$ cat config.mk
export PLATFORM = sky130hd
export DESIGN_NAME = exec_stage
export DESIGN_NICKNAME = d
export VERILOG_FILES = /design/src/verilog/core_pkg.sv /design/src/verilog/exec_stage.sv
export SDC_FILE = /design/constraint.sdc
export NUM_CORES = 1
export LEC_CHECK = 0
export BUFFER_PORTS_ARGS = -buffer_cell sky130_fd_sc_hd__clkbuf_2
export CAP_MARGIN = 20
export CELL_PAD_IN_SITES_DETAIL_PLACEMENT = 0
export CELL_PAD_IN_SITES_GLOBAL_PLACEMENT = 2
export CORE_ASPECT_RATIO = 1.75
export CORE_UTILIZATION = 35
export DETAILED_ROUTE_END_ITERATION = 6
export PLACE_DENSITY_LB_ADDON = 0.1
export SYNTH_ARGS = -nofsm -noshare
export SYNTH_HDL_FRONTEND = slang
export SYNTH_SLANG_ARGS = --single-unit
$ cat constraint.sdc
create_clock -name vclk -period 12.7
set_input_delay 3.175 -clock vclk [all_inputs]
set_output_delay 3.175 -clock vclk [all_outputs]
set_load 0.005 [all_outputs]
$ cat src/verilog/core_pkg.sv
package core_pkg;

    localparam int XLEN        = 32;
    localparam int REG_ADDR_W  = 5;
    localparam int DMEM_WORDS  = 256;
    localparam int DMEM_ADDR_W = 8;     // Word index, byte address bits [9:2]

    typedef enum logic [3:0] {
        ALU_ADD,
        ALU_SUB,
        ALU_AND,
        ALU_OR,
        ALU_XOR,
        ALU_SLL,
        ALU_SRL,
        ALU_SRA,
        ALU_SLT,
        ALU_SLTU
    } alu_op_e;

    typedef enum logic [3:0] {
        BR_NONE,
        BR_BEQ,
        BR_BNE,
        BR_BLT,
        BR_BGE,
        BR_BLTU,
        BR_BGEU,
        BR_JAL,
        BR_JALR
    } branch_op_e;

    typedef enum logic [3:0] {
        LSU_NONE,
        LSU_LB,
        LSU_LH,
        LSU_LW,
        LSU_LBU,
        LSU_LHU,
        LSU_SB,
        LSU_SH,
        LSU_SW
    } lsu_op_e;

    typedef enum logic [1:0] {
        DEST_ALU,
        DEST_MEM,
        DEST_PC4
    } data_dest_e;

endpackage

$ cat src/verilog/exec_stage.sv
module exec_stage (
    input  logic                       valid_i,
    input  logic [core_pkg::XLEN-1:0]  pc_i,
    input  logic [core_pkg::XLEN-1:0]  rs1_i,
    input  logic [core_pkg::XLEN-1:0]  rs2_i,
    input  logic [core_pkg::XLEN-1:0]  imm_i,
    input  logic                       use_imm_i,
    input  core_pkg::alu_op_e          alu_op_i,
    input  core_pkg::branch_op_e       branch_op_i,

    output logic [core_pkg::XLEN-1:0]  alu_result_o,
    output logic [core_pkg::XLEN-1:0]  pc_plus4_o,
    output logic [core_pkg::XLEN-1:0]  new_pc_o,
    output logic                       br_taken_o
);
    import core_pkg::*;

    logic [XLEN-1:0] op_b;
    logic [XLEN-1:0] sum;
    logic [4:0]      shamt;
    logic            is_eq;
    logic            is_lt;
    logic            is_ltu;

    assign op_b   = use_imm_i ? imm_i : rs2_i;
    assign sum    = rs1_i + op_b;   // Shared with JALR target
    assign shamt  = op_b[4:0];

    // Branch compares always use rs2, never the immediate
    assign is_eq  = (rs1_i == rs2_i);
    assign is_lt  = ($signed(rs1_i) < $signed(rs2_i));
    assign is_ltu = (rs1_i < rs2_i);

    assign pc_plus4_o = pc_i + 32'd4;

    always_comb begin
        case (alu_op_i)
            ALU_ADD:  alu_result_o = sum;
            ALU_SUB:  alu_result_o = rs1_i - op_b;
            ALU_AND:  alu_result_o = rs1_i & op_b;
            ALU_OR:   alu_result_o = rs1_i | op_b;
            ALU_XOR:  alu_result_o = rs1_i ^ op_b;
            ALU_SLL:  alu_result_o = rs1_i << shamt;
            ALU_SRL:  alu_result_o = rs1_i >> shamt;
            ALU_SRA:  alu_result_o = $signed(rs1_i) >>> shamt;
            ALU_SLT:  alu_result_o = {{(XLEN-1){1'b0}}, ($signed(rs1_i) < $signed(op_b))};
            ALU_SLTU: alu_result_o = {{(XLEN-1){1'b0}}, (rs1_i < op_b)};
            default:  alu_result_o = '0;
        endcase
    end

    always_comb begin
        case (branch_op_i)
            BR_BEQ:   br_taken_o = is_eq;
            BR_BNE:   br_taken_o = !is_eq;
            BR_BLT:   br_taken_o = is_lt;
            BR_BGE:   br_taken_o = !is_lt;
            BR_BLTU:  br_taken_o = is_ltu;
            BR_BGEU:  br_taken_o = !is_ltu;
            BR_JAL,
            BR_JALR:  br_taken_o = 1'b1;
            default:  br_taken_o = 1'b0;
        endcase
    end

    always_comb begin
        case (branch_op_i)
            BR_NONE:  new_pc_o = pc_plus4_o;         // Fall through
            BR_JALR:  new_pc_o = {sum[XLEN-1:1], 1'b0};
            default:  new_pc_o = pc_i + imm_i;
        endcase
    end

    // Opcode from the issue port must decode to a real ALU operation
    always_comb begin
        if (valid_i) begin
            assert final (alu_op_i inside {ALU_ADD, ALU_SUB, ALU_AND, ALU_OR, ALU_XOR,
                                           ALU_SLL, ALU_SRL, ALU_SRA, ALU_SLT, ALU_SLTU})
                else $error("Undefined ALU opcode %0h on a valid issue", alu_op_i);
        end
    end

endmodule

==> Yosys cells after proc, flatten, opt, wreduce, memory -nomap -nowiden <==
Index checks and enable logic that the tools add are counted.
{ "op_classes": {"add_sub_neg": 4, "magnitude_cmp": 4, "eq_ne": 18, "shift": 3, "mux": 4, "n_bitwise": 3, "reduce_logical": 6} }
{ "op_table": {"columns": ["op", "count"], "rows": [
  ["$pmux W32 S10", 1],
  ["$lt A32 B32 Y1", 4],
  ["$add A32 B32 Y32", 2],
  ["$pmux W32 S2", 1],
  ["$add A32 B3 Y32 const B", 1],
  ["$and A32 B32 Y32", 1],
  ["$eq A32 B32 Y1", 1],
  ["$eq A4 B3 Y1 const B", 8],
  ["$mux W32", 1],
  ["$or A32 B32 Y32", 1],
  ["$shl A32 B5 Y32", 1],
  ["$shr A32 B5 Y32", 1],
  ["$sshr A32 B5 Y32", 1],
  ["$sub A32 B32 Y32", 1],
  ["$xor A32 B32 Y32", 1],
  ["$eq A4 B2 Y1 const B", 4],
  ["$eq A4 B4 Y1 const B", 3],
  ["$eq A4 B1 Y1 const B", 2],
  ["$logic_not A4 Y1", 2],
  ["$pmux W1 S7", 1],
  ["$logic_not A1 Y1", 3],
  ["$reduce_or A2 Y1", 1]
]} }
{ "totals": {"reg_bits": 0, "input_bits": 138} }

==> Logic depth before layout (Yosys ltp) <==
Gate-level depths: netlist of the first run.
{ "depth": {"depth_word": 3, "ltp_mapped": 17} }

==> Worst setup path before layout of the first run <==
No wires, ideal clock.
{ "synth_timing": {"kind": "in2out", "start": "in use_imm_i", "end": "out alu_result_o[28] (netlist name)", "arrival_ps": 7016, "required_time_ps": 9525, "path_slack_ps": 2509, "path_stages": 15, "n_path_buf": 4, "cell_sequence": "buf_6 > mux2i_2 > buf_2 > clkbuf_1 > buf_1 > ha_1 > a211oi_1 > o21bai_1 > o41a_1 > a31o_2 > o21ai_1 > o211ai_1 > mux2i_1 > a2111oi_0 > o21ai_0"} }
{ "synth_between": {"elab_chain_cells": 3} }
{ "synth_lines": {"columns": ["element", "line_no", "source"], "rows": [
  ["from (decl)", "exec_stage.sv:7", "input logic use_imm_i,"],
  ["$mux W32 (*)", "exec_stage.sv:25", "assign op_b = use_imm_i ? imm_i : rs2_i;"],
  ["$sub A32 B32 Y32, or another cell as far along", "exec_stage.sv:39", "ALU_SUB: alu_result_o = rs1_i - op_b;"],
  ["$pmux W32 S10 (*)", "exec_stage.sv:37", "case (alu_op_i)"],
  ["to (decl)", "exec_stage.sv:11", "output logic [core_pkg::XLEN-1:0] alu_result_o,"]
]} }
Mark *: on every way between the ends. The rest lies on a longest branch, timed or not.

==> Final worst setup path of the first run <==
{ "layout_timing": {"start": "in use_imm_i", "end": "out alu_result_o[0] (netlist name)"} }
{ "layout_between": {"elab_chain_cells": 3} }
{ "layout_lines": {"columns": ["element", "line_no"], "rows": [
  ["$mux W32 (*)", "exec_stage.sv:25"],
  ["$sub A32 B32 Y32, or another cell as far along", "exec_stage.sv:39"],
  ["$pmux W32 S10 (*)", "exec_stage.sv:37"]
]} }
Marked as above.

==> results of run 1 <==
metrics by stage:
stage          worst slack, ps  util, %
6_report                  1690     39.5
5_1_grt                   1500     39.5
4_1_cts                   1830     39.5
3_5_place_dp              1860     39.5
3_3_place_gp              1910     39.5
2_1_floorplan             2510        -
worst paths after layout:
path / startpoint / to / slack, ps / cells past startpoint
min: pc_i[0] / pc_plus4_o[0] / 6570 / 2
max: use_imm_i / alu_result_o[0] / 1690 / 14
cell families after synthesis:
group | synth area share [%]
multiplexers | 10.8
adder cells (fa/ha/maj) | 17.2
buffers and inverters | 7.67
XOR/XNOR | 6.79
AO/OA/AOI/OAI | 34.4
AND/OR/NAND/NOR | 23.1
cells in the final DEF (no fill, tap or decap), drive strengths merged, types with 19 or more instances in the layout:
master / synthesis / routed
inv: 135 / 135
buf: 37 / 28
nor2: 208 / 208
nand2b: 23 / 23
o22ai: 21 / 21
xnor2: 81 / 81
a21oi: 183 / 183
xor2: 22 / 22
a31oi: 25 / 25
nand3: 63 / 63
o21ai: 142 / 142
a221oi: 24 / 24
o31ai: 21 / 21
clkbuf: 82 / 234
mux2i: 112 / 112
nand4: 22 / 22
a211oi: 41 / 41
and3: 19 / 19
nor3: 41 / 41
nand2: 218 / 218
a21o: 39 / 39
ha: 178 / 178
o211ai: 45 / 45
o21a: 44 / 44
report_power, final:
| group | internal, W | switching, W |
|---|---|---|
| logic | 0.000303 | 0.000547 |
| clock network | 0 | 0 |
| registers | 0 | 0 |
| total | 0.000303 | 0.000547 |
routing by layer:
metal / share of wire [%] / wire [um] / up-vias / global-route usage, %
li1: - / - / 7811 / -
met1: 38 / 26500 / 7721 / 39.4
met2: 49 / 34400 / 668 / 62.5
met3: 5.5 / 3840 / 180 / 3.95
met4: 7.3 / 5060 / 2 / 21.0
met5: 0.019 / 13 / - / 0
area by class of cell:
| cell class | instances | area (um2) | share of cell area [%] |
|---|---|---|---|
| well taps | 480 | 601 | 4.05 |
| inverters | 137 | 517 | 3.49 |
| repair buffers | 262 | 1380 | 9.32 |
| multi-input cells | 1793 | 12300 | 83.1 |
critical path: cells and delay by family:
family                   cells  cell delay, ps
adder cells (fa/ha/maj)      1             490
AO/OA/AOI/OAI                5            1810
AND/OR/NAND/NOR              5            1310
buffers and inverters        3             990
==> qor.yml, run 1 <==
postSynthCellCount: 2049
critPathKind: "in2out"
dp_cells: 2671
status: "finished clean"
stdcell_area_um2: 14800
cts_setup_buffers: 0
vias: 16382
synth_common_cells: "218 x nand2_1, 208 x nor2_1, 183 x a21oi_1, 178 x ha_1, 130 x inv_1"
grt_max_degree: 68
power_w: 0.000850
initial_core_util_pct: 35.4
power.density_nw_per_um2: 57.3
instances_no_fill: 2672
path_cells: "clkbuf_2, buf_4, nand2_1, o21a_1, ha_1, nor3_1, nand2_1, nor2_1, nor4b_1, a32o_1, o41ai_1, o21ai_0, o211ai_1, clkbuf_2"
die_h_um: 260
max_freq_ghz: 0.0908
p_leak_nw: 6.91
layout.nets: 2513
drt_pass1_iterations: 5
grt_pass1_vias: 15807
whs_ps: 6570
synth_top_cell_area_share_pct: 16.8
row_count: 94
drc_errors: 0
drt-total-wl_mm: 69.8
track_usage_pct: 35.1
core_area_um2: 37500
cp_slowest_cell: "o21ai_0"
yosys_warnings: 0
regArea_um2: 0
tightestPinTransition_ps: 1200
rsz0062_at_grt: "false"
cts_hold_buf: 0
gp_congestion: 0.989
synth_cell_types: 78
critPathMaxFanout: 58
cp-end-kind: "output pin"
antenna_cells: 0
dieWidth_um: 149
wire_per_inst_um: 26.1
hold_path.class: "in2out"
synth_top_cell_by_area: "ha_1"
dpl.hpwl_mm: 57.1
avgSynthCellArea_um2: 6.49
fillers: 4257
drtIter0Drc: 1119
slew_headroom_pct: 19.3
hold_viol_final: 0
clock_buffers: 0
grt_pass1_wl_mm: 101
seq_area_frac_synth_pct: 0
portBuffers: 234
period_minus_slack_ps: 11010
synth.top_cells.by_area: "ha_1 17%, mux2i_1 8.2%, a21oi_1 6.9%"
cap_violations: 0
die_area_um2: 38800
n_sequential_cell: 0
drive_above_1_share_pct: 14.1
ant_nets: 0
yosysMostFrequentCell: "nand2_1"
synth_area_um2: 13300
antenna_found_initial: 2
place_area_um2: 14800
period_share_pct: 86.7
critPathMaxStageDelay_ps: 880
arrival_ps: 7840
ios: 235
viasPerCell: 6.13
areaGrowthSynthToFinish_pct: 11.5
critPathLaunchType: "input port"
slew_viol_final: 0
setup_tns_ps: 0
required_ps: 9520
ir_worst_vdd_uv: 23.3
grt-ovfl-total: 0
synth_fp_nets: 2368
cts_resized: 0
setup_viol_count_final: 0
Note: power is estimated with default switching activity, not from simulation.
==> run 2: changes to the inputs <==
CELL_PAD_IN_SITES_DETAIL_PLACEMENT = 1   (was 0)
CELL_PAD_IN_SITES_GLOBAL_PLACEMENT = 1   (was 2)
CORE_UTILIZATION = 45   (was 35)
==> run 2 against run 1 <==
  * First-iteration DRC count up 27%
  * Utilization is 11 points higher
  * Maximum frequency is essentially flat
  * Global-route usage up 10 points
  * Sequential share of layout area is the same
==> qor.yml, run 2 (synthesis gave the netlist of run 1 again) <==
drt-total-wl_mm: 70.2  # +0.61%
gp_congestion: 1.04  # +4.8%
regArea_um2: 0  # unchanged
cp-end-kind: "output pin"
max_freq_ghz: 0.0908  # about the same
rsz0062_at_grt: "false"
cap_violations: 0  # unchanged
setup_tns_ps: 0  # unchanged
die_area_um2: 30300  # -22%
hold_path.class: "in2out"
vias: 17397  # +6.2%
core_area_um2: 28800  # -23%
track_usage_pct: 45.3  # +10 points
worstSetupEndpoint: "alu_result_o[0]"
final_common_cell: "clkbuf_2"
wire_per_inst_um: 27.3  # +4.5%
grt_pass1_vias: 17666  # +12%
critPathKind: "in2out"
cts_hold_buf: 0  # unchanged
ant_nets: 0  # unchanged
slew_viol_final: 0  # unchanged
antenna_found_initial: 4  # +2
initial_core_util_pct: 46.1  # +11 points
multi_input_comb_area_um2: 12300  # about the same
row_count: 82  # -13%
drc_errors: 0  # unchanged
wl_met1_mm: 24.9  # -6.2%
n_sequential_cell: 0  # unchanged
ios: 235  # unchanged
cts_resized: 0  # unchanged
critPathMaxFanout: 56  # -3.4%
grt-ovfl-total: 0  # unchanged
top_layer: "met4"
areaGrowthSynthToFinish_pct: 10.6
viasPerCell: 6.76  # +10%
tightestPinTransition_ps: 1100  # -102 ps
setup_viol_count_final: 0  # unchanged
period_minus_slack_ps: 11010  # -2.53 ps
drive_above_1_share_pct: 14.1  # -0.046 points
grt_max_degree: 64  # -5.9%
slew_headroom_pct: 26.7  # +7.4 points
layout_common_cells: "234 x clkbuf_2, 218 x nand2_1, 208 x nor2_1, 183 x a21oi_1, 178 x ha_1"
fillers: 4022  # -5.5%
dieWidth_um: 132  # -12%
arrival_ps: 7840  # about the same
die_h_um: 229  # -12%
critPathLaunchType: "input port"
required_ps: 9520  # about the same
status: "finished clean"
met3_wirelength_mm: 5.14  # +34%
period_share_pct: 86.7  # about the same
startpoint: "use_imm_i"
drtIter0Drc: 1423  # +27%
drt_pass1_iterations: 5  # unchanged
grt_pass1_wl_mm: 105  # +4.2%
wl_met2_mm: 33.5  # -2.6%
dpl.hpwl_mm: 56.6  # -0.88%
clock_buffers: 0  # unchanged
layout.nets: 2513  # unchanged
hold_viol_final: 0  # unchanged
cts_setup_buffers: 0  # unchanged
portBuffers: 234  # unchanged
-- run 2: worst max-delay path, cell delays in order --
cell and delay, ps:
clkbuf_2 280, buf_4 530, nand2_1 100, o21a_1 190
ha_1 490, nor3_1 420, nand2_1 150, nor2_1 330
nor4b_1 310, a32o_1 450, o41ai_1 170, o21ai_0 790
o211ai_1 210, clkbuf_2 180
-- run 2: area by class of cell --
| cell class | count | area share (%) |
|---|---|---|
| multi-input combinational | 1793 | 83.8 |
| inverter | 137 | 3.52 |
| antenna | 2 | 0.0341 |
| timing repair buffer | 262 | 9.40 |
| tap | 378 | 3.22 |
-- run 2: how the worst min path moves through the flow --
stage | slack, ps | to | cells past startpoint | startpoint
global placement | 6560 | pc_plus4_o[0] | 2 | pc_i[0]
detailed placement | 6570 | pc_plus4_o[0] | 2 | pc_i[0]
CTS | 6570 | pc_plus4_o[0] | 2 | pc_i[0]
floorplan | 6380 | pc_plus4_o[2] | 1 | pc_i[2]
finish | 6570 | pc_plus4_o[0] | 2 | pc_i[0]
global route | 6590 | pc_plus4_o[0] | 2 | pc_i[0]
-- run 2: metrics by stage --
| step | utilization, % | hold WS [ps] | std cells | setup WS [ps] | instance area, um2 |
|---|---|---|---|---|---|
| 4_1_cts | 50.9 | 6570 | 2567 | 1870 | 14700 |
| 6_report | 51.0 | 6570 | 2572 | 1690 | 14700 |
| 3_3_place_gp | 50.9 | 6560 | 2567 | 1870 | 14700 |
| 3_5_place_dp | 50.9 | 6570 | 2567 | 1880 | 14700 |
| 2_1_floorplan | - | 6380 | 2049 | 2510 | 13300 |
| 5_1_grt | 51.0 | 6590 | 2570 | 1520 | 14700 |
-- run 2: layer usage --
layer	vias up	global-route usage [%]
met3	294	8.50
li1	7794	-
met2	887	78.1
met4	0	37.6
met5	-	0
met1	8422	47.7
