## config.mk

```make
export PLATFORM = sky130hd
export DESIGN_NAME = ex_mem_register
export DESIGN_NICKNAME = d
export VERILOG_FILES = /design/src/verilog/core_pkg.sv /design/src/verilog/ex_mem_register.sv
export SDC_FILE = /design/constraint.sdc
export NUM_CORES = 1
export LEC_CHECK = 0
export BUFFER_PORTS_ARGS = -buffer_cell sky130_fd_sc_hd__buf_2
export CELL_PAD_IN_SITES_DETAIL_PLACEMENT = 1
export CELL_PAD_IN_SITES_GLOBAL_PLACEMENT = 1
export CORE_MARGIN = 2
export CORE_UTILIZATION = 39
export DETAILED_ROUTE_END_ITERATION = 12
export PLACE_DENSITY = 0.94
export SYNTH_ARGS = -nofsm -noshare
export SYNTH_HDL_FRONTEND = slang
export SYNTH_SLANG_ARGS = --single-unit
```

## constraint.sdc

```tcl
create_clock -name clk -period 1.7 [get_ports clk]
set_input_delay 0.255 -clock clk [delete_from_list [all_inputs] [get_ports clk]]
set_output_delay 0.255 -clock clk [all_outputs]
set_load 0.1 [all_outputs]
```

## src/verilog/core_pkg.sv

```systemverilog
package core_pkg;

    localparam int XLEN        = 32;
    localparam int REG_ADDR_W  = 5;
    localparam int DMEM_WORDS  = 256;
    localparam int DMEM_ADDR_W = 8;     // Word index, byte address bits [9:2]

    typedef enum logic [3:0] {
        ALU_ADD,
        ALU_SUB,
        ALU_AND,
        ALU_OR,
        ALU_XOR,
        ALU_SLL,
        ALU_SRL,
        ALU_SRA,
        ALU_SLT,
        ALU_SLTU
    } alu_op_e;

    typedef enum logic [3:0] {
        BR_NONE,
        BR_BEQ,
        BR_BNE,
        BR_BLT,
        BR_BGE,
        BR_BLTU,
        BR_BGEU,
        BR_JAL,
        BR_JALR
    } branch_op_e;

    typedef enum logic [3:0] {
        LSU_NONE,
        LSU_LB,
        LSU_LH,
        LSU_LW,
        LSU_LBU,
        LSU_LHU,
        LSU_SB,
        LSU_SH,
        LSU_SW
    } lsu_op_e;

    typedef enum logic [1:0] {
        DEST_ALU,
        DEST_MEM,
        DEST_PC4
    } data_dest_e;

endpackage

```

## src/verilog/ex_mem_register.sv

```systemverilog
module ex_mem_register (
    input  logic                            clk,
    input  logic                            reset_n,

    input  logic                            valid_i,
    input  logic                            hold_i,

    input  logic [core_pkg::XLEN-1:0]       new_pc_i,
    input  logic                            br_taken_i,
    input  logic [core_pkg::XLEN-1:0]       pc_plus4_i,
    input  logic [core_pkg::XLEN-1:0]       alu_result_i,
    input  logic [core_pkg::XLEN-1:0]       rs2_i,
    input  core_pkg::data_dest_e            data_dest_i,
    input  core_pkg::lsu_op_e               lsu_op_i,
    input  logic [core_pkg::REG_ADDR_W-1:0] reg_wr_addr_i,
    input  logic                            reg_wr_sig_i,

    output logic                            valid_o,
    output logic [core_pkg::XLEN-1:0]       new_pc_o,
    output logic                            br_taken_o,
    output logic [core_pkg::XLEN-1:0]       pc_plus4_o,
    output logic [core_pkg::XLEN-1:0]       alu_result_o,
    output logic [core_pkg::XLEN-1:0]       rs2_o,
    output core_pkg::data_dest_e            data_dest_o,
    output core_pkg::lsu_op_e               lsu_op_o,
    output logic [core_pkg::REG_ADDR_W-1:0] reg_wr_addr_o,
    output logic                            reg_wr_sig_o
);
    import core_pkg::*;

    always_ff @(posedge clk or negedge reset_n) begin
        if (!reset_n) begin
            valid_o       <= 1'b0;
            new_pc_o      <= '0;
            br_taken_o    <= 1'b0;
            pc_plus4_o    <= '0;
            alu_result_o  <= '0;
            rs2_o         <= '0;
            data_dest_o   <= DEST_ALU;
            lsu_op_o      <= LSU_NONE;
            reg_wr_addr_o <= '0;
            reg_wr_sig_o  <= 1'b0;
        end else if (!hold_i) begin
            valid_o       <= valid_i;
            new_pc_o      <= new_pc_i;
            br_taken_o    <= br_taken_i;
            pc_plus4_o    <= pc_plus4_i;
            alu_result_o  <= alu_result_i;
            rs2_o         <= rs2_i;
            data_dest_o   <= data_dest_i;
            lsu_op_o      <= lsu_op_i;
            reg_wr_addr_o <= reg_wr_addr_i;
            reg_wr_sig_o  <= reg_wr_sig_i;
        end
    end

    // A stalled instruction must reach the memory stage unchanged
    assert property (@(posedge clk) disable iff (!reset_n)
        hold_i |=> $stable({valid_o, new_pc_o, br_taken_o, pc_plus4_o, alu_result_o,
                            rs2_o, data_dest_o, lsu_op_o, reg_wr_addr_o, reg_wr_sig_o}))
        else $error("EX/MEM contents changed during hold");

endmodule

```

* Word-level counts from Yosys, hierarchy flattened
Cells that the tools add are included.
Word-level totals: bits in registers 142, input port bits 145, output and inout port bits 142

* Longest topological paths before layout
Gate-level depths: netlist of run 1.
depth after elaboration 0, mapped depth 4, mapped depth without buffers 1

* Least setup slack after synthesis of run 1
OpenSTA, ideal clock, no wires.
kind register to register, start point register alu_result_o[0] (netlist name), end point register alu_result_o[0] in the netlist's numbering, library setup time 0.126 ns, data arrival time 1.134 ns, required time 1.574 ns, slack 0.440 ns, cell stages (with the launch flop) 2, path through dfrtp_1 mux2_2
RTL lines:
- end signal: assignment | line ex_mem_register.sv:48 | alu_result_o <= alu_result_i;
- end: declaration | line ex_mem_register.sv:22 | output logic [core_pkg::XLEN-1:0] alu_result_o,

* Worst setup path in the final report of run 1
start point register pc_plus4_o[7] in the netlist's numbering, end point output pc_plus4_o[7] in the netlist's numbering
RTL lines:
- start: declaration | line ex_mem_register.sv:21 | output logic [core_pkg::XLEN-1:0] pc_plus4_o,
- start signal: assignment | line ex_mem_register.sv:47 | pc_plus4_o <= pc_plus4_i;
No word-level cell between the ends.

==> results.cfg, run 1 <==
[die]
die_w_um = 124
ios = 287
core.rowCount = 43
fp.coreArea_mm2 = 0.0139
dieArea_mm2 = 0.0153
initial_core_util_pct = 40.2
die_y_um = 124

[global_routing]
track_usage_pct = 19.3
grt_max_degree = 50
grt_pass1_vias = 4139
overflow = 0
antenna_found_initial = 0
grt_pass1_wl_mm = 22.1

[timing]
fmax_mhz = 672
relSlewSlack_pct = 64.8
skew_ns = 0
period_share_pct = 87.6
finalSetupViolations = 0
maxSlewViolCount = 0
setup_ws_ns = 0.211
finalSetupTns_ns = 0
worst_pin_slew_ns = 0.532
rsz0062_at_grt = no
hold_viol_final = 0
fin_crit_ns = 1.49

[synthesis]
ys_types = 5
syn_avg_cell_area_um2 = 18.7
muxShareOfSynthArea_pct = 33.9
synth_top_family_by_area = multiplexers
ys_seq_area_share_pct = 63.5
ys_warn_count = 0
synthXorXnorAreaFrac_pct = 0
syn-instance-count = 300
synthesis.nets = 445
netlist_area_mm2 = 0.00560
ys_ff_latch = 142
synthAdderAreaFrac_pct = 0
synth_compound_area_share_pct = 0
synth-simple-area-share_pct = 0

[layout]
nNetsFinal = 741
layout_commonest_cell = buf_2
syn_to_final_growth_pct = 40.1
utilization_pct = 56.3
drive_above_1_share_pct = 76.2
final_cells = 789
mostFrequentLayoutCells = buf_2 (284), dfrtp_1 (142), mux2_4 (80)
n_antenna_cell = 0
fillers = 1433

[run]
cap_violations = 0

[power]
comb_power_share_pct = 33.3
p_int_uw = 6880
power.density_mw_per_mm2 = 1460
p_clk_share_pct = 32.5
p_sw_share_pct = 40.0
seq_power_share_pct = 34.2
power_switching_uw = 4580
vdd_drop_max_v = 0.000659
power_leakage_uw = 0.00404

[critical_path]
critical_path_class = reg -> out
cp_top_family = buffers and inverters
crit_slowest_cell = buf_2
end_kind = primary output
worstPathCellList = buf_2
r2r_setup_slack_ns = 0.89
cpPeakStageDelay_ns = 0.45
cp_data_arrival_time_ns = 1.23
r2r_end = reg_wr_addr_o[2]
required_ns = 1.44
path_depth = 1
crit_buf_inv = 1
reg2reg_from = reg_wr_addr_o[2]
reg2reg_depth = 1
start_kind = flop
cp_max_fo = 2

[drt]
vias = 3674
firstDrtPassIters = 4
drt_iter0_drc = 94
ant_nets = 0
drc = 0
wl_mm = 15.0
via_per_inst = 4.66
wl_per_cell_um = 19.0

[cts]
clk_latency_ns = 0.40
htree_levels = 4
holdBufCountCts = 1
clockRootBuffer = clkbuf_16
post_cts_resize_count = 0
cts_buffer_depth = 2
cts_tree = yes
clkTransAtPathRegs_ns = 0.06
cts_buffers = 17
cts_setup_buffers = 0
clock_sinks = 142

[worst_hold_path]
min_path_cells = 2
min_to = pc_plus4_o[16]
hp-class = in -> reg
hp-start = pc_plus4_i[16]

[placed_design]
placed_cells = 756
gp_congestion = 0.758
pre_cts_ws_ns = 0.345
dp_hpwl_mm = 11.3
portBuffers = 286

[run_status]
status = finished clean
[cells in the mapped netlist]
master / instances / area (um2)
mux2_4: 80 / 1200
buf_2: 6 / 30.0
mux2_2: 62 / 698
dfrtp_1: 142 / 3550
buf_6: 10 / 113
[power groups by stage]
| stage | sequential [uW] | combinational, uW | clock (uW) |
|---|---|---|---|
| global placement | 3940 | 3770 | 0 |
| global route | 3960 | 3920 | 3950 |
| CTS | 3920 | 3840 | 3820 |
| floorplan | 6450 | 563 | 0 |
| finish | 3920 | 3810 | 3730 |
| detailed placement | 3970 | 3830 | 0 |
[per-stage QoR]
step / hold slack [ns] / area (um2) / power, uW
3_3_place_gp: 0.168 / 7230 / 7700
2_1_floorplan: -0.0406 / 5600 / 7010
6_report: 0.0764 / 7840 / 11500
4_1_cts: 0.0521 / 7840 / 11600
3_5_place_dp: 0.176 / 7230 / 7800
5_1_grt: 0.0623 / 7840 / 11800
[logic make-up after synthesis]
kind of cell  Yosys count
mux                   142
buf+inv                16
flops                 142
[cell type report]
cell class	count	area (um2)	area share (%)
clock inverters	11	139	1.77
flip-flops and latches	142	3550	45.3
multi-input cells	142	1900	24.2
clock buffers	21	460	5.87
repair buffers	293	1560	19.9
well taps	180	225	2.87
[routing by layer]
metal  share of wire [%]  global-route usage [%]  vias up  wire length (um)
met1                  34                    19.6     1817              5180
met3                 7.5                    5.36       35              1120
met4                 2.8                    9.23        0               418
li1                    -                       -     1642                 -
met5                   0                       0        -                 0
met2                  55                    36.3      180              8290
[worst max-delay path by stage]
stage / startpoint / end / slack [ns]
2_1_floorplan: alu_result_o[0] / alu_result_o[0] / 0.44
3_3_place_gp: hold_i / lsu_op_o[2] / 0.40
3_5_place_dp: hold_i / rs2_o[21] / 0.35
4_1_cts: pc_plus4_o[17] / pc_plus4_o[17] / 0.19
5_1_grt: new_pc_o[4] / new_pc_o[4] / 0.17
6_report: pc_plus4_o[7] / pc_plus4_o[7] / 0.21
[flip-flops by register name, summed over array words and instances (netlist names)]
name and cells:
alu_result_o 32, new_pc_o 32, pc_plus4_o 32, rs2_o 32, reg_wr_addr_o 5, lsu_op_o 4
data_dest_o 2, br_taken_o 1, reg_wr_sig_o 1, valid_o 1
(Power assumes the default switching activity.)
==> run 2, diff against run 1 <==
--- a/config.mk
+++ b/config.mk
@@ -11,6 +11,7 @@
 export CORE_MARGIN = 2
 export CORE_UTILIZATION = 39
 export DETAILED_ROUTE_END_ITERATION = 12
+export GPL_TIMING_DRIVEN = 0
 export PLACE_DENSITY = 0.94
 export SYNTH_ARGS = -nofsm -noshare
 export SYNTH_HDL_FRONTEND = slang
==> run 2 against run 1 <==
Compared with the run above: wire length grew 1.1%; final cell count grew 1.0%; die area is the same; maximum frequency rose by 0.30%; total power decreased by 1.4%; count of clock-buffer cells in the layout increased by 2; global-route usage up 0.48 points; register-to-register slack gained 0.02 ns; via count up 1.4%; flip-flop and latch count stayed put.
==> results.cfg, run 2 (synthesized netlist as in run 1, its figures left out) <==
[drt]
vias = 3727
wl_mm = 15.2
firstDrtPassIters = 4
wl_per_cell_um = 19.0
via_per_inst = 4.68
drt_iter0_drc = 105
ant_nets = 0
drc = 0

[timing]
setup_ws_ns = 0.215
fin_hold_ws_ns = 0.0729
rsz0062_at_grt = no
period_share_pct = 87.3
finalSetupTns_ns = 0
worst_pin_slew_ns = 0.669
hold_viol_final = 0
skew_ns = 0
finalSetupViolations = 0
fmax_mhz = 674
relSlewSlack_pct = 55.4
maxSlewViolCount = 0
fin_crit_ns = 1.48

[global_routing]
grt_max_degree = 73
track_usage_pct = 19.8
overflow = 0
antenna_found_initial = 1
grt_pass1_vias = 4312
grt_pass1_wl_mm = 22.4

[cts]
htree_levels = 4
post_cts_resize_count = 0
clock_sinks = 142
cts_tree = yes
cts_buffers = 17
cts_buffer_depth = 2
clkTransAtPathRegs_ns = 0.06
clockRootBuffer = clkbuf_16
cts_setup_buffers = 0
clk_latency_ns = 0.40
holdBufCountCts = 1

[run_status]
status = finished clean

[layout]
multi_input_area_mm2 = 0.00190
syn_to_final_growth_pct = 40.4
nNetsFinal = 751
drive_above_1_share_pct = 76.3
mostFrequentLayoutCells = buf_2 (290), dfrtp_1 (142), mux2_4 (80)
fillers = 1451
seq_area_mm2 = 0.00355
n_antenna_cell = 0
utilization_pct = 56.4
layout_commonest_cell = buf_2

[die]
initial_core_util_pct = 40.2
die_y_um = 124
fp.coreArea_mm2 = 0.0139
die_w_um = 124
dieArea_mm2 = 0.0153
ios = 287
core.rowCount = 43

[critical_path]
required_ns = 1.44
cpPeakStageDelay_ns = 0.46
start_kind = flop
critical_path_class = reg -> out
cp_data_arrival_time_ns = 1.23
worstPathCellList = buf_2
crit_slowest_cell = buf_2
end_kind = primary output
cp_max_fo = 2
crit_buf_inv = 1
cp_top_family = buffers and inverters

[power]
p_total_uw = 11300
power.density_mw_per_mm2 = 1440
power_leakage_uw = 0.00407
vdd_drop_max_v = 0.000663

[placed_design]
pre_cts_ws_ns = 0.476
gp_congestion = 0.748
portBuffers = 285
dp_hpwl_mm = 11.7

[run]
cap_violations = 0

[worst_hold_path]
hp-class = in -> reg
## run 2: where the power goes
part	leakage [uW]	total, uW	internal, uW	switching (uW)
sequential	0.00166	3920	3720	192
combinational	0.00213	3820	786	3040
clock	0.000279	3570	2250	1320
## run 2: final cells by class
cell class | instances | share of cell area [%]
tap | 180 | 2.87
sequential | 142 | 45.2
clock buffer | 23 | 6.08
multi-input combinational | 142 | 24.2
buffer | 16 | 1.82
clock inverter | 7 | 1.11
timing repair buffer | 287 | 18.7
## run 2: stage by stage
stage          cell area, um2  instances
2_1_floorplan            5600        300
3_5_place_dp             7280        766
3_3_place_gp             7250        765
5_1_grt                  7860        797
6_report                 7860        797
4_1_cts                  7860        797
## run 2: final timing paths
| path | depth (start not counted) | slack [ns] | to | start |
|---|---|---|---|---|
| min in group asynchronous | 2 | 0.47 | alu_result_o[23] | reset_n |
| worst max register to register | 1 | 0.91 | alu_result_o[0] | alu_result_o[0] |
| worst max-delay path | 1 | 0.22 | new_pc_o[6] | new_pc_o[6] |
| worst min register to register | 1 | 0.50 | alu_result_o[7] | alu_result_o[7] |
| max in group asynchronous | 3 | 0.43 | rs2_o[28] | reset_n |
| worst min-delay path | 2 | 0.07 | alu_result_o[11] | alu_result_i[11] |
## run 2: layer usage
layer	vias up	track usage [%]	part of all wire, %
met4	2	9.59	3.3
met1	1845	20.5	36
met2	185	36.3	54
met3	38	5.95	7.2
li1	1657	-	-
met5	-	0	0.086
==> run 3, diff against run 2 <==
--- a/config.mk
+++ b/config.mk
@@ -5,6 +5,7 @@
 export SDC_FILE = /design/constraint.sdc
 export NUM_CORES = 1
 export LEC_CHECK = 0
+export ABC_CLOCK_PERIOD_IN_PS = 1700
 export BUFFER_PORTS_ARGS = -buffer_cell sky130_fd_sc_hd__buf_2
 export CELL_PAD_IN_SITES_DETAIL_PLACEMENT = 1
 export CELL_PAD_IN_SITES_GLOBAL_PLACEMENT = 1
@@ -12,7 +13,7 @@
 export CORE_UTILIZATION = 39
 export DETAILED_ROUTE_END_ITERATION = 12
 export GPL_TIMING_DRIVEN = 0
-export PLACE_DENSITY = 0.94
+export PLACE_DENSITY_LB_ADDON = 0.1
 export SYNTH_ARGS = -nofsm -noshare
 export SYNTH_HDL_FRONTEND = slang
 export SYNTH_SLANG_ARGS = --single-unit
==> run 3 against run 2 <==
Compared with the run above: maximum frequency grew 0.31%; critical path type unchanged; critical path depth is the same; sequential power about the same; total power rose by 2.8%; register-to-register slack about the same; sequential share of layout area is 0.32 points lower; global-route usage barely moved; setup slack gained 0.0047 ns; final cell count increased by 0.38%.
==> results.cfg, run 3 (synthesized netlist as in run 1, its figures left out) <==
[run_status]
status = finished clean

[power]
p_int_uw = 7080
comb_power_share_pct = 32.8
power.density_mw_per_mm2 = 1470
p_clk_share_pct = 33.6
power_switching_uw = 4540
seq_power_share_pct = 33.6
power_leakage_uw = 0.00409
p_total_uw = 11600
vdd_drop_max_v = 0.000793
p_sw_share_pct = 39.1

[die]
initial_core_util_pct = 40.2
die_y_um = 124
core.rowCount = 43
fp.coreArea_mm2 = 0.0139
die_w_um = 124
ios = 287
dieArea_mm2 = 0.0153

[critical_path]
cpPeakStageDelay_ns = 0.45
crit_buf_inv = 1
end_kind = primary output
start_kind = flop
r2r_end = rs2_o[12]
r2r_setup_slack_ns = 0.91
path_depth = 1
reg2reg_from = rs2_o[12]
worstPathCellList = buf_2
cp_max_fo = 2
required_ns = 1.44
critical_path_class = reg -> out
crit_slowest_cell = buf_2
reg2reg_depth = 1
cp_data_arrival_time_ns = 1.22
cp_top_family = buffers and inverters

[drt]
via_per_inst = 4.68
wl_per_cell_um = 18.4
firstDrtPassIters = 4
vias = 3742
wl_mm = 14.8
drc = 0
ant_nets = 0
drt_iter0_drc = 119

[placed_design]
placed_cells = 766
portBuffers = 285
dp_hpwl_mm = 11.1
pre_cts_ws_ns = 0.469
gp_congestion = 0.749

[global_routing]
grt_pass1_vias = 4161
track_usage_pct = 19.8
grt_pass1_wl_mm = 22.5
grt_max_degree = 73
antenna_found_initial = 1
overflow = 0

[cts]
clkTransAtPathRegs_ns = 0.06
holdBufCountCts = 1
cts_setup_buffers = 0
clk_latency_ns = 0.41
clockRootBuffer = clkbuf_16
cts_buffers = 17
cts_buffer_depth = 2
post_cts_resize_count = 0
cts_tree = yes
htree_levels = 4
clock_sinks = 142

[layout]
drive_above_1_share_pct = 75.9
final_cells = 800
fillers = 1395
utilization_pct = 56.8
nNetsFinal = 751
layout_commonest_cell = buf_2
mostFrequentLayoutCells = buf_2 (290), dfrtp_1 (142), mux2_4 (80)
syn_to_final_growth_pct = 41.4

[timing]
finalSetupTns_ns = 0
worst_pin_slew_ns = 0.682
setup_ws_ns = 0.220
maxSlewViolCount = 0
skew_ns = 0
rsz0062_at_grt = no
period_share_pct = 87.1
hold_viol_final = 0
relSlewSlack_pct = 54.5
fmax_mhz = 676
fin_crit_ns = 1.48
finalSetupViolations = 0

[worst_hold_path]
hp-class = in -> reg
hp-start = pc_plus4_i[25]
min_to = pc_plus4_o[25]
min_path_cells = 2

[run]
cap_violations = 0
==> run 3: cell types whose count changed in the layout (fill, tap and decap cells not counted), sizes merged <==
| cell | delta |
|---|---|
| clkbuf | +3 |
| bufinv | +2 |
| clkinv | -2 |
| clkinvlp | -1 |
| diode | +1 |
==> run 3: power groups by stage <==
stage | logic (uW) | registers [uW] | clock network (uW)
after CTS | 3840 | 3900 | 4000
final | 3810 | 3900 | 3910
after floorplan | 563 | 6450 | 0
after global placement | 3790 | 3930 | 0
after global routing | 3930 | 3940 | 4180
after detailed placement | 3840 | 3950 | 0
==> run 3: how the worst max path moves through the flow <==
stage                           end  slack [ns]             from
finish                pc_plus4_o[4]        0.22    pc_plus4_o[4]
CTS                   pc_plus4_o[4]        0.19    pc_plus4_o[4]
detailed placement    pc_plus4_o[4]        0.47           hold_i
global route         pc_plus4_o[27]        0.16   pc_plus4_o[27]
global placement     data_dest_o[1]       -1.61          reset_n
floorplan           alu_result_o[0]        0.44  alu_result_o[0]
==> run 3: final cells by class <==
| type | count | area [um2] | share of cell area [%] |
|---|---|---|---|
| timing repair buffer | 287 | 1470 | 18.6 |
| tap | 180 | 225 | 2.85 |
| clock inverter | 6 | 130 | 1.64 |
| antenna | 1 | 2.50 | 0.0316 |
| buffer | 16 | 143 | 1.80 |
| sequential | 142 | 3550 | 44.9 |
| clock buffer | 26 | 489 | 6.18 |
| multi-input combinational | 142 | 1900 | 24.0 |
==> run 3: stage by stage <==
step	hold slack (ns)	instance area (um2)
3_5_place_dp	0.321	7280
2_1_floorplan	-0.0406	5600
4_1_cts	0.0508	7910
3_3_place_gp	0.482	7250
5_1_grt	0.0499	7910
6_report	0.0669	7910
==> run 3: routing by layer <==
layer	vias to the layer above	part of all wire (%)	GRT usage, %	routed length (um)
li1	1660	-	-	-
met1	1884	36	21.8	5330
met2	167	51	33.9	7600
met3	31	9.3	7.69	1380
met4	0	3.0	9.09	450
met5	-	0	0	0
